File: src/cart_pkg.sv
// Cartridge loader definitions
`default_nettype none

package cart_pkg;

	//////////////////////////////////////////////////
	// Widths

	localparam int addr_w  = 25;
	localparam int data_w  = 16;
	localparam int index_w = 8;

	//////////////////////////////////////////////////
	// Header word addresses

	localparam logic [addr_w-1:0] hdr_id_first_addr = 25'h182;
	localparam logic [addr_w-1:0] hdr_id_last_addr  = 25'h18A;
	localparam logic [addr_w-1:0] hdr_id_check_addr = 25'h18C;
	localparam logic [addr_w-1:0] hdr_region_addr_a = 25'h1F0;
	localparam logic [addr_w-1:0] hdr_region_addr_b = 25'h1F2;
	localparam logic [addr_w-1:0] hdr_end_addr      = 25'h200;

	typedef enum logic [1:0] {
		region_jp = 2'd0,
		region_us = 2'd1,
		region_eu = 2'd2
	} region_t;

	// Auto region search order, first entry is also the fallback
	typedef enum logic [1:0] {
		prio_us_eu_jp = 2'd0,
		prio_eu_us_jp = 2'd1,
		prio_us_jp_eu = 2'd2,
		prio_jp_us_eu = 2'd3
	} prio_t;

	//////////////////////////////////////////////////
	// Compatibility quirks

	localparam int quirk_count = 8;

	typedef enum logic [2:0] {
		quirk_sram,
		quirk_eeprom,
		quirk_fifo,
		quirk_noram,
		quirk_pier,
		quirk_ttn2,
		quirk_svp,
		quirk_fmbusy
	} quirk_t;

	// Eight ASCII characters, first character in the top byte
	typedef logic [63:0] cart_id_t;

	typedef struct packed {
		cart_id_t id;
		quirk_t   quirk;
	} quirk_entry_t;

	localparam quirk_entry_t quirk_table [24] = '{
		'{"T-081276", quirk_sram},
		'{"T-81406 ", quirk_sram},
		'{"T-081586", quirk_sram},
		'{"T-81576 ", quirk_sram},
		'{"T-81476 ", quirk_sram},
		// Serial EEPROM saves
		'{"MK-1215 ", quirk_eeprom},
		'{"G-4060  ", quirk_eeprom},
		'{"00001211", quirk_eeprom},
		'{"MK-1228 ", quirk_eeprom},
		'{"G-5538  ", quirk_eeprom},
		'{"00004076", quirk_eeprom},
		'{"T-12046 ", quirk_eeprom},
		'{"T-12053 ", quirk_eeprom},
		'{"G-4524  ", quirk_eeprom},
		'{"T-113016", quirk_noram},
		'{"T-89016 ", quirk_fifo},
		'{"T-574023", quirk_pier},
		'{"T-574013", quirk_pier},
		'{"TITAN002", quirk_ttn2},
		// DSP carts, three regional codes for the FM busy case
		'{"MK-1229 ", quirk_svp},
		'{"G-7001  ", quirk_svp},
		'{"T-35036 ", quirk_fmbusy},
		'{"T-25073 ", quirk_fmbusy},
		'{"MK-1137-", quirk_fmbusy}
	};

	// First matching entry wins, unknown codes give zero
	function automatic logic [quirk_count-1:0] quirk_lookup(input cart_id_t id);
		logic [quirk_count-1:0] hit;
		hit = '0;
		foreach (quirk_table[i]) begin
			if (hit == '0 && quirk_table[i].id == id) begin
				hit[quirk_table[i].quirk] = 1'b1;
			end
		end
		return hit;
	endfunction

endpackage

`default_nettype wire

File: src/header_info_if.sv
// Cartridge header info bus
`default_nettype none
`timescale 1ns/100ps

interface header_info_if;

	// High from the end of the header until download ends
	logic hdr_ready;

	// Region letters seen in the header
	logic hdr_j;
	logic hdr_u;
	logic hdr_e;

	modport src (
		output hdr_ready,
		output hdr_j, hdr_u, hdr_e
	);

	modport dst (
		input hdr_ready,
		input hdr_j, hdr_u, hdr_e
	);

endinterface

`default_nettype wire

File: src/region_select.sv
// Console region selection
`default_nettype none
`timescale 1ns/100ps

module region_select (
	input  logic                         clk_sys,
	input  logic                         rst_n,
	input  logic                         region_auto,
	input  logic                         region_disable,
	input  cart_pkg::prio_t              region_prio,
	input  logic [cart_pkg::index_w-1:0] index,
	header_info_if.dst                   info,
	output cart_pkg::region_t            region_req,
	output logic                         region_set
);

	logic              ready_q;
	logic              ready_rise;
	logic              ready_fall;
	cart_pkg::region_t auto_region;

	// Seen flags are indexed by region code
	function automatic cart_pkg::region_t pick_region(
		input cart_pkg::prio_t prio,
		input logic [2:0]      seen
	);
		cart_pkg::region_t order [3];
		cart_pkg::region_t pick;
		case (prio)
			cart_pkg::prio_us_eu_jp:
				order = '{cart_pkg::region_us, cart_pkg::region_eu, cart_pkg::region_jp};
			cart_pkg::prio_eu_us_jp:
				order = '{cart_pkg::region_eu, cart_pkg::region_us, cart_pkg::region_jp};
			cart_pkg::prio_us_jp_eu:
				order = '{cart_pkg::region_us, cart_pkg::region_jp, cart_pkg::region_eu};
			default:
				order = '{cart_pkg::region_jp, cart_pkg::region_us, cart_pkg::region_eu};
		endcase
		// Walk backwards so the earliest hit wins, no hit leaves the first entry
		pick = order[0];
		for (int i = 2; i >= 0; i--) begin
			if (seen[order[i]]) begin
				pick = order[i];
			end
		end
		return pick;
	endfunction

	assign ready_rise  = info.hdr_ready & ~ready_q;
	assign ready_fall  = ~info.hdr_ready & ready_q;
	assign auto_region = pick_region(region_prio, {info.hdr_e, info.hdr_u, info.hdr_j});

	always_ff @(posedge clk_sys) begin
		if (!rst_n) begin
			ready_q    <= 1'b0;
			region_set <= 1'b0;
			region_req <= cart_pkg::region_jp;
		end else begin
			ready_q <= info.hdr_ready;
			if (ready_rise && !region_disable) begin
				if (region_auto) begin
					region_set <= 1'b1;
					region_req <= auto_region;
				end else begin
					// Region comes from the load index top bits
					region_set <= |index;
					region_req <= cart_pkg::region_t'(index[cart_pkg::index_w-1 -: 2]);
				end
			end else if (ready_fall) begin
				region_set <= 1'b0;
			end
		end
	end

endmodule

`default_nettype wire

File: src/flat_wrapper.sv
// flat-port wrapper written by rule: the top's interface ports become plain ports
module region_select_flat 
  (clk_sys, rst_n, region_auto, region_disable, region_prio, index, region_req, region_set, info_hdr_ready, info_hdr_j, info_hdr_u, info_hdr_e);
  header_info_if info_i ();
  input  logic clk_sys;
  input  logic rst_n;
  input  logic region_auto;
  input  logic region_disable;
  input  cart_pkg::prio_t region_prio;
  input  logic [cart_pkg::index_w-1:0] index;
  output cart_pkg::region_t region_req;
  output logic region_set;
  input wire logic [$bits(info_i.hdr_ready)-1:0] info_hdr_ready;
  input wire logic [$bits(info_i.hdr_j)-1:0] info_hdr_j;
  input wire logic [$bits(info_i.hdr_u)-1:0] info_hdr_u;
  input wire logic [$bits(info_i.hdr_e)-1:0] info_hdr_e;
  assign info_i.hdr_ready = info_hdr_ready;
  assign info_i.hdr_j = info_hdr_j;
  assign info_i.hdr_u = info_hdr_u;
  assign info_i.hdr_e = info_hdr_e;
  region_select u_core (.clk_sys(clk_sys), .rst_n(rst_n), .region_auto(region_auto), .region_disable(region_disable), .region_prio(region_prio), .index(index), .info(info_i), .region_req(region_req), .region_set(region_set));
endmodule
File: config.mk
export PLATFORM = sky130hd
export DESIGN_NAME = region_select_flat
export DESIGN_NICKNAME = d
export VERILOG_FILES = /design/src/cart_pkg.sv /design/src/header_info_if.sv /design/src/region_select.sv /design/src/flat_wrapper.sv
export SDC_FILE = /design/constraint.sdc
export NUM_CORES = 1
export LEC_CHECK = 0
export ABC_AREA = 1
export BUFFER_PORTS_ARGS = -buffer_cell sky130_fd_sc_hd__clkbuf_2
export CORE_AREA = 2 2 39 41
export CTS_BUF_LIST = sky130_fd_sc_hd__clkbuf_8
export CTS_CLUSTER_SIZE = 40
export DETAILED_ROUTE_END_ITERATION = 6
export DIE_AREA = 0 0 41 43
export PLACE_DENSITY = 0.55
export SLEW_MARGIN = 10
export SYNTH_ARGS = -nofsm -noshare
export SYNTH_HDL_FRONTEND = slang
export SYNTH_SLANG_ARGS = --single-unit
File: constraint.sdc
create_clock -name clk_sys -period 0.88 [get_ports clk_sys]
set_input_delay 0.088 -clock clk_sys [delete_from_list [all_inputs] [get_ports clk_sys]]
set_output_delay 0.088 -clock clk_sys [all_outputs]
set_load 0.01 [all_outputs]
# Word level (Yosys, flattened, before mapping)

Cells that the tools add are included.

Bits of input ports: 18
Bits in registers: 4
Output and inout port bits: 3
Logic and storage cells: 31

Reductions and logical operators: 5
Bitwise logic cells: 4
Magnitude comparators: 3
Equal/unequal tests: 2
Multiplexer cells: 14

Operators by type and width:

| operator                                                   | count |
|---|---|
| case mux 6 bit (3 select lines)                            | 1 |
| less-than comparator 2 x 3 -> 1 bit, second input constant | 3 |
| 2-to-1 mux 2 bit                                           | 4 |
| OR reduction 8 bit                                         | 1 |
| binary-select mux 1 bit (select 2 bit)                     | 3 |
| 2-to-1 mux 1 bit                                           | 6 |
| AND 1 bit                                                  | 2 |
| equality test 2 x 1 -> 1 bit, second input constant        | 1 |
| equality test 2 bit, second input constant                 | 1 |
| logical NOT 2 bit                                          | 1 |
| inverter 1 bit                                             | 2 |
| nonzero test 2 bit                                         | 1 |
| logical AND 1 bit                                          | 1 |
| logical NOT 1 bit                                          | 1 |

# Logic depth before layout (Yosys ltp)

Gate-level depths: netlist (run 1).

Depth in word-level cells: 8
Gate-level depth with buffers: 7
Mapped depth without buffers: 7

# Worst setup path after synthesis (run 1)

Ideal clock, no wire load.

Kind: register to register
Start point: reg u_core.ready_q
End point: reg u_core.region_set
Library setup time: 118 ps
Data required time: 762 ps
Setup slack: -40 ps
Buffers on the path: 0
Arrival time: 802 ps
Clock period less this slack: 920 ps
Cell stages (with the launch flop): 5
Path through: dfxtp_1 nor3_4 inv_1 nor3_1 nor2_1

Cells in the longest elaborated chain, start to end: 4
Elaborated cells on any way between the ends: 6
Those cells by class: 1 x mux; 3 x bitwise; 2 x reduce/logical

Ends and longest elaborated chain:

| what                                                          | line                | source |
|---|---|---|
| from (decl)                                                   | region_select.sv:17 | `logic ready_q;` |
| from (signal assigned)                                        | region_select.sv:59 | `ready_q <= info.hdr_ready;` |
| inverter 1 bit                                                | region_select.sv:49 | `assign ready_rise = info.hdr_ready & ~ready_q;` |
| AND 1 bit                                                     | region_select.sv:49 |  |
| logical AND 1 bit                                             | region_select.sv:60 | `if (ready_rise && !region_disable) begin` |
| 2-to-1 mux 1 bit / nonzero test 2 bit (equally long branches) | n/a                 |  |
| to (signal assigned)                                          | region_select.sv:66 | `region_set <= \|index;` |
| to (decl)                                                     | region_select.sv:14 | `output logic region_set` |

Parallel ways exist; a longest one is shown, timed or not.
A chain may end at the register's enable or synchronous reset.

# Worst setup path after layout (run 1)

Start point: reg u_core.ready_q
End point: reg u_core.region_req[0]

Cells in the longest elaborated chain, start to end: 3

Ends and longest elaborated chain:

| what                 | line                | source |
|---|---|---|
| inverter 1 bit       | region_select.sv:49 |  |
| AND 1 bit            | region_select.sv:49 |  |
| logical AND 1 bit    | region_select.sv:60 |  |
| to (signal assigned) | region_select.sv:57 | `region_req <= cart_pkg::region_jp;` |
| to (signal assigned) | region_select.sv:63 | `region_req <= auto_region;` |
| to (signal assigned) | region_select.sv:67 | `region_req <= cart_pkg::region_t'(index[cart_pkg::index_w-1 -: 2]);` |
| to (decl)            | region_select.sv:13 | `output cart_pkg::region_t region_req,` |

Every way passes these cells.

==> reports/metrics.yaml, run 1 <==
status: "finished with violations"
violations: "setup timing"
yosys_warnings: 0
worstSetupPathType: "reg2reg"
ios: 21
reg2reg_to: "u_core.region_req[0]"
fill_cells: 160
rsz0062_at_grt: "yes"
finalSetupTns_ns: -0.06295
drt-initial-drc-count: 4
root_buffer: "clkbuf_8"
irDropWorstVdd_uv: 555.2
seq_area_frac_synth_pct: 27.23
clk_latency_ns: 0.22
grt_pass1_vias: 324
area_growth_pct: 62.13
regArea_sq_um: 81.33
cp_data_arrival_time_ns: 1.07
synthesis.area_sq_um: 294.0
wl_per_cell_microns: 7.703
cts_num_sinks: 4
clk_pin_slew_ns: 0.03
yosysMostFrequentCell: "nand2_1"
antennaDiodeCount: 0
port-buffer-count: 20
syn_area_per_cell_sq_um: 5.765
post-place-ws_ns: -0.07669
holdWs_ns: 0.07209
initial_utilization_pct: 21.25
fin_util_pct: 34.45
rrSetupSlack_ns: -0.04
syn-num-nets: 69
synth_top_area_share_pct: 27.23
synth_ff_type: "dfxtp_1"
startpoint_type: "register"
hold_violations: 0
report.final.slew_viol_count: 0
worst_pin_slew_ns: 0.2297
drcViolationCount: 0
viasPerCell: 4.099
cap_violations: 0
end_kind: "register"
clockBufferDepth: 2
crit_fanout: 5
slew_headroom_pct: 84.64
grt.total_usage_pct: 11.16
period_share_pct: 104.1
yosysUniqueCellTypes: 13
totalPowerFinal_uw: 720.8
grt_max_degree: 8
ant_nets: 0
fin_skew_ns: 0.001058
synthArstFlopShare_pct: 0
worst_slack_ns: -0.03638
synth_edf_count: 0
fin_nets: 95
grt_pass1_wl_microns: 1193
num_vias: 373
critical_path_required_ns: 1.03
core_sq_um: 1384
synth_cells: 51
synth_common_cells: "nand2_1, inv_1, nor2_1"
antenna_found_initial: 0
dieWidth_microns: 41
cts_made_buffers: 3
die-area_sq_um: 1763
multi_input_area_sq_um: 192.7
drive_gt1_share_pct: 41.33
r2r-start: "u_core.ready_q"
synthTopCellsByArea: "dfxtp_1, nand2_1, inv_1, nor2_1, nand3_1"
worstHoldStart: "info_hdr_ready"
dp.final_hpwl_microns: 579.6
leakage_nw: 0.2656
htreeDepth: 1
grt_overflow: 0
hold_path_class: "in2reg"
clock.fmax_mhz: 1091
hold_path_end: "u_core.ready_q"
gp_congestion: 0.7134
synth_seq_cells: 4
setup-violations-final: 3
p_per_area_nw_per_um2: 1512
tritoncts: "built"
die_y_microns: 43
synth_top_area_cell: "dfxtp_1"
fp-row-count: 14
drt-total-wl_microns: 701
holdPathStages: 3
reg2reg_depth: 4
dr.pass1.iters: 4
fin_crit_ns: 0.9164
-- flip-flops by register name, summed over array words and instances, names as in the netlist --
register	flops
u_core.region_req	2
u_core.ready_q	1
u_core.region_set	1
-- final cells by class --
cell class	instances	area share (%)
multi-input combinational	38	40.42
timing repair buffer	21	22.57
sequential	4	17.06
clock buffer	3	8.661
inverter	9	7.087
tap	16	4.199
-- power breakdown --
part	total, mW	switching [mW]	internal [mW]
clock	0.383	0.0919	0.291
sequential	0.201	0.00661	0.195
combinational	0.136	0.0714	0.0650
-- critical path, stage by stage, from the launching register on --
cell and delay (ns):
dfxtp_2 0.32, nor3_4 0.24, buf_4 0.16, o21ai_2 0.04, a21oi_1 0.09
-- logic make-up (layout without fill, tap and decap cells) --
| kind of cell | count (synthesis) | after routing | share of synthesized area, % |
|---|---|---|---|
| flops | 4 | 4 | 27.24 |
| buf+inv | 9 | 33 | 11.49 |
| simple gates | 32 | 32 | 49.36 |
| compound gates | 6 | 6 | 11.92 |
-- per-layer routing --
| layer | track usage (%) | part of all wire, % | wire [microns] |
|---|---|---|---|
| met5 | 0 | 0 | 0 |
| met4 | 16.00 | 6.6 | 46 |
| met3 | 3.141 | 7.0 | 49 |
| met2 | 13.13 | 45 | 315 |
| met1 | 12.58 | 41 | 289 |
-- metrics by stage --
step	instances	cell area [sq um]
final	91	476.7
after global routing	91	476.7
after CTS	91	464.2
after detailed placement	87	414.1
after global placement	87	414.1
after floorplan	51	294.0
-- worst max-delay path by stage --
stage	start	to	slack, ns	cells past startpoint
after CTS	u_core.ready_q	u_core.region_req[0]	-0.08	4
after global placement	u_core.ready_q	u_core.region_set	-0.07	4
after floorplan	u_core.ready_q	u_core.region_set	-0.02	4
after global routing	u_core.ready_q	u_core.region_set	-0.13	4
final	u_core.ready_q	u_core.region_req[0]	-0.04	4
after detailed placement	u_core.ready_q	u_core.region_set	-0.08	4
-- what timing repair did --
action | in CTS | in global routing
resized for setup | 1 | 5
buffers inserted | 1 | 0
pin swaps | 4 | 3
setup endpoints to repair | 3 | 3
hold buffers | 0 | 0
-- layout by cell type, fill, tap and decap left out --
cell / Yosys / layout
a21boi_0: 1 / 1
a21oi_1: 2 / 1
a21oi_2: 0 / 1
buf_4: 0 / 1
clkbuf_2: 0 / 20
clkbuf_8: 0 / 3
dfxtp_1: 4 / 3
dfxtp_2: 0 / 1
inv_1: 9 / 8
inv_2: 0 / 1
nand2_1: 15 / 15
nand3_1: 5 / 5
nand4_1: 1 / 1
nor2_1: 8 / 8
nor2_2: 1 / 1
nor3_2: 0 / 1
nor3_4: 1 / 1
o211ai_1: 1 / 1
o21ai_0: 2 / 1
o21ai_2: 0 / 1
No activity file was read; power rests on OpenSTA's default activity.
==> inputs of run 2 (changes only) <==
BUFFER_PORTS_ARGS = -buffer_cell sky130_fd_sc_hd__buf_2   (was -buffer_cell sky130_fd_sc_hd__clkbuf_2)
==> run 2 against run 1 <==
The flow still finishes with violations (setup timing); sequential share of layout area up 0.41 points; register-to-register slack about the same; wire length down 2.3%; cell area down 2.4%; sequential power about the same.
==> reports/metrics.yaml, run 2 (synthesis results as in run 1) <==
worst_pin_slew_ns: 0.2269  # -0.002797 ns
cts_num_sinks: 4  # unchanged
gp_congestion: 0.7126  # -0.11%
end_kind: "register"
holdPathStages: 3  # unchanged
grt.total_usage_pct: 10.04  # -1.1 points
core_sq_um: 1384  # unchanged
viasPerCell: 4.144  # +1.1%
die_y_microns: 43  # unchanged
slew_headroom_pct: 84.82  # +0.19 points
antenna_found_initial: 0  # unchanged
leakage_nw: 0.2590  # -2.5%
dieWidth_microns: 41  # unchanged
root_buffer: "clkbuf_8"
worstHoldStart: "info_hdr_ready"
final_area_sq_um: 465.4  # -2.4%
htreeDepth: 1  # unchanged
drt-initial-drc-count: 0  # -4
period_share_pct: 103.0  # -1.1 points
fin_crit_ns: 0.9065  # -0.009918 ns
hold_path_end: "u_core.ready_q"
rsz0062_at_grt: "yes"
num_vias: 373  # unchanged
regArea_sq_um: 81.33  # unchanged
fp-row-count: 14  # unchanged
ios: 21  # unchanged
tritoncts: "built"
clockBufferDepth: 2  # unchanged
cts_made_buffers: 3  # unchanged
path_cells: "nor3_4 -> inv_2 -> a21oi_2 -> a21oi_1"
final_common_cell: "buf_2"
cp_slowest_cell: "dfxtp_2"
fin_skew_ns: 0.002215  # +0.001158 ns
worst_slack_ns: -0.02646  # +0.009918 ns
rrSetupSlack_ns: -0.03  # about the same
initial_utilization_pct: 21.25  # unchanged
status: "finished with violations"
wl_per_cell_microns: 7.611  # -1.2%
drive_gt1_share_pct: 39.19  # -2.1 points
dp.final_hpwl_microns: 577.8  # -0.31%
setup-violations-final: 2  # -1
startpoint_type: "register"
top_regs: "u_core.region_req (2), u_core.ready_q (1), u_core.region_set (1)"
fin_nets: 94  # -1.1%
grt_pass1_wl_microns: 1186  # -0.59%
cap_violations: 0  # unchanged
hold_path_class: "in2reg"
r2r-start: "u_core.ready_q"
multi_input_area_sq_um: 188.9  # -1.9%
crit_fanout: 5  # unchanged
die-area_sq_um: 1763  # unchanged
ant_nets: 0  # unchanged
grt_max_degree: 8  # unchanged
layout_common_cells: "buf_2, nand2_1, inv_1, nor2_1, nand3_1"
drt-total-wl_microns: 685  # -2.3%
reg2reg_depth: 4  # unchanged
dpl_cell_area_sq_um: 414.1  # unchanged
drcViolationCount: 0  # unchanged
clock.fmax_mhz: 1103  # +1.1%
fill_cells: 171  # +6.9%
ctsHoldBuffers: 0  # unchanged
hold_violations: 0  # unchanged
totalPowerFinal_uw: 713.8  # -0.97%
critical_path_required_ns: 0.98  # -0.05 ns
antennaDiodeCount: 0  # unchanged
report.final.slew_viol_count: 0  # unchanged
crit_family: "flip-flops"
largest_reg_flops: 2  # unchanged
clk_latency_ns: 0.22  # about the same
port-buffer-count: 20  # unchanged
finalSetupTns_ns: -0.04783  # +0.01512 ns
p_per_area_nw_per_um2: 1534  # +1.4%
clk_pin_slew_ns: 0.03  # about the same
crit_cells: 4  # unchanged
violations: "setup timing"
irDropWorstVdd_uv: 1153  # +110%
area_growth_pct: 58.30
cp_data_arrival_time_ns: 1.00  # -0.07 ns
grt_overflow: 0  # unchanged
crit_buf_inv: 1  # unchanged
cpPeakStageDelay_ns: 0.32  # about the same
worstSetupPathType: "reg2reg"
max_flop_register: "u_core.region_req"
dr.pass1.iters: 1  # -3
reg2reg_to: "u_core.region_req[0]"
grt_pass1_vias: 341  # +5.2%
==> run 2: cell count changes in the layout (fill, tap and decap cells not counted), sizes merged <==
cell    delta
clkbuf    -20
buf       +19
==> run 2: final cells by class <==
type / count / area share, %
flip-flops and latches: 4 / 17.47
well taps: 16 / 4.301
clock buffers: 3 / 8.871
inverters: 9 / 7.258
multi-input cells: 38 / 40.59
repair buffers: 20 / 21.51
==> run 2: how the worst max path moves through the flow <==
stage / start / end
after floorplan: u_core.ready_q / u_core.region_set
after global placement: u_core.ready_q / u_core.region_set
after detailed placement: u_core.ready_q / u_core.region_set
after CTS: u_core.ready_q / u_core.region_req[0]
after global routing: u_core.ready_q / u_core.region_set
final: u_core.ready_q / u_core.region_req[0]
==> run 2: worst min-delay path, delay by kind of cell <==
kind	cells	cell delay, ns
buf+inv	2	0.13
simple gates	1	0.04
==> run 2: stage by stage <==
step	utilization, %	cells	setup slack, ns	hold WS [ns]
5_1_grt	33.63	90	-0.1096	0.1069
4_1_cts	33.63	90	-0.03888	0.07253
3_3_place_gp	29.93	87	-0.07146	0.2863
6_report	33.63	90	-0.02646	0.07076
3_5_place_dp	29.93	87	-0.1011	0.2890
2_1_floorplan	-	51	-0.02210	0.1815
==> run 2: repair_timing <==
item / in CTS / in global routing
hold endpoints to repair: 0 / 0
pin swaps: 3 / 3
endpoints found under the setup margin: 2 / 3
setup buffers: 0 / 0
gates resized for setup: 4 / 0
==> run 2: layer usage <==
metal  routed length [microns]  GRT usage, %  up-vias
li1                          -             -      208
met1                       282         10.61      151
met2                       346         15.31       14
met3                        56         6.283        0
met4                         0         4.000        0
met5                         0             0        -
==> run 2: report_power, final <==
part | internal (mW) | leakage (nW) | switching [mW]
Clock | 0.291 | 0.0216 | 0.0917
Combinational | 0.0611 | 0.204 | 0.0686
Sequential | 0.195 | 0.0333 | 0.00637
Total | 0.547 | 0.259 | 0.167
==> inputs of run 3 (changes only) <==
REMOVE_ABC_BUFFERS = 1   (was not set)
==> run 3 against run 2 <==
The run still ends with setup timing left; non-clock buffer count is the same; wire length is 0.44% higher; clock-buffer cell count is the same; core utilization stayed put.
==> reports/metrics.yaml, run 3 (synthesis results as in run 1) <==
gp_congestion: 0.7006  # -1.7%
fin_nets: 94  # unchanged
clk_latency_ns: 0.22  # about the same
drt-initial-drc-count: 7  # +7
die-area_sq_um: 1763  # unchanged
dp_cells: 87  # unchanged
grt_max_degree: 8  # unchanged
dieWidth_microns: 41  # unchanged
status: "finished with violations"
grt.total_usage_pct: 9.538  # -0.50 points
worstHoldStart: "info_hdr_ready"
reg2reg_to: "u_core.region_set"
hold_path_end: "u_core.ready_q"
max_flop_register: "u_core.region_req"
core_sq_um: 1384  # unchanged
worstSetupPathType: "reg2reg"
r2r-start: "u_core.ready_q"
setup-violations-final: 3  # +1
htreeDepth: 1  # unchanged
reg2reg_depth: 4  # unchanged
initial_utilization_pct: 21.25  # unchanged
ctsHoldBuffers: 0  # unchanged
report.final.slew_viol_count: 0  # unchanged
irDropWorstVdd_uv: 619.4  # -46%
period_share_pct: 105.1  # +2.1 points
p_per_area_nw_per_um2: 1527  # -0.40%
worst_pin_slew_ns: 0.2319  # +0.005009 ns
hold_violations: 0  # unchanged
leakage_nw: 0.2590  # about the same
final_common_cell: "buf_2"
post_cts_buffers: 0  # unchanged
drcViolationCount: 0  # unchanged
clk_pin_slew_ns: 0.03  # about the same
timing.critical_path.from: "u_core.ready_q"
end_kind: "register"
worst_slack_ns: -0.04502  # -0.01856 ns
area_growth_pct: 58.30  # unchanged
clock.fmax_mhz: 1081  # -2.0%
dp.final_hpwl_microns: 586  # +1.4%
cts_num_sinks: 4  # unchanged
layout_common_cells: "buf_2, nand2_1, inv_1, nor2_1, nand3_1"
num_vias: 379  # +1.6%
ant_nets: 0  # unchanged
cp_data_arrival_time_ns: 1.03  # +0.03 ns
dr.pass1.iters: 4  # +3
wl_per_cell_microns: 7.644  # +0.44%
ios: 21  # unchanged
rrSetupSlack_ns: -0.05  # -0.02 ns
fin_skew_ns: 0.0008531  # -0.001362 ns
rsz0062_at_grt: "yes"
root_buffer: "clkbuf_8"
startpoint_type: "register"
grt_pass1_wl_microns: 1097  # -7.5%
clockBufferDepth: 2  # unchanged
tritoncts: "built"
critical_path_required_ns: 0.98  # about the same
dpl_cell_area_sq_um: 414.1  # unchanged
port-buffer-count: 20  # unchanged
drive_gt1_share_pct: 39.19  # unchanged
slew_headroom_pct: 84.49  # -0.33 points
violations: "setup timing"
viasPerCell: 4.211  # +1.6%
antenna_found_initial: 0  # unchanged
die_y_microns: 43  # unchanged
cap_violations: 0  # unchanged
grt_pass1_vias: 313  # -8.2%
grt_overflow: 0  # unchanged
drt-total-wl_microns: 688  # +0.44%
fp-row-count: 14  # unchanged
antennaDiodeCount: 0  # unchanged
cts_made_buffers: 3  # unchanged
holdPathStages: 3  # unchanged
fill_cells: 165  # -3.5%
top_regs: "u_core.region_req (2), u_core.ready_q (1), u_core.region_set (1)"
fin_crit_ns: 0.9250  # +0.01856 ns
largest_reg_flops: 2  # unchanged
final_cells: 90  # unchanged
final_area_sq_um: 465.4  # unchanged
hold_path_class: "in2reg"
crit_fanout: 5  # unchanged
[run 3: cell counts in the layout (fill, tap and decap cells not counted)]
Identical to the previous run, type by type.
[run 3: how the worst max path moves through the flow]
stage | to | depth (start not counted)
2_1_floorplan | u_core.region_set | 4
3_3_place_gp | u_core.region_set | 4
3_5_place_dp | u_core.region_set | 4
4_1_cts | u_core.region_req[0] | 4
5_1_grt | u_core.region_set | 4
6_report | u_core.region_set | 4
[run 3: layout make-up]
cell class / instances / area (sq um) / area share [%]
tap: 16 / 20.02 / 4.301
sequential: 4 / 81.33 / 17.47
timing repair buffer: 20 / 100.1 / 21.51
inverter: 9 / 33.78 / 7.258
multi-input combinational: 38 / 188.9 / 40.59
clock buffer: 3 / 41.29 / 8.871
[run 3: repair_timing]
item                                    CTS  global route
pin swaps                                 3             3
resized for setup                         1             3
endpoints found under the setup margin    3             3
[run 3: per-layer routing]
| metal | GRT usage (%) | up-vias | wire, microns |
|---|---|---|---|
| li1 | - | 206 | - |
| met1 | 9.646 | 157 | 287 |
| met2 | 13.75 | 14 | 339 |
| met3 | 4.712 | 2 | 49 |
| met4 | 8.000 | 0 | 11 |
| met5 | 0 | - | 0 |
[run 3: critical path: stages (launching register included)]
cell and delay (ns):
dfxtp_2 0.32, nor3_4 0.26, inv_2 0.07, nor3_2 0.11, nor2_1 0.05
[run 3: power by group]
part           leakage (nW)  internal, mW  switching (mW)
combinational         0.204        0.0610          0.0695
clock                0.0216         0.291          0.0889
sequential           0.0333         0.195         0.00583
total                 0.259         0.547           0.164
[run 3: per-stage QoR]
step                      setup WS (ns)  setup TNS [ns]  util, %  hold slack, ns  power [mW]
after floorplan                -0.03970        -0.04909        -          0.1815      0.2632
after global placement         -0.08049         -0.1493    29.93          0.2897      0.3299
after detailed placement       -0.09566         -0.1840    29.93          0.2899      0.3314
after CTS                      -0.05388         -0.1004    33.00         0.06833      0.7192
after global routing            -0.1289         -0.3156    33.63         0.09402      0.7615
final                          -0.04502         -0.1062    33.63         0.06735      0.7109
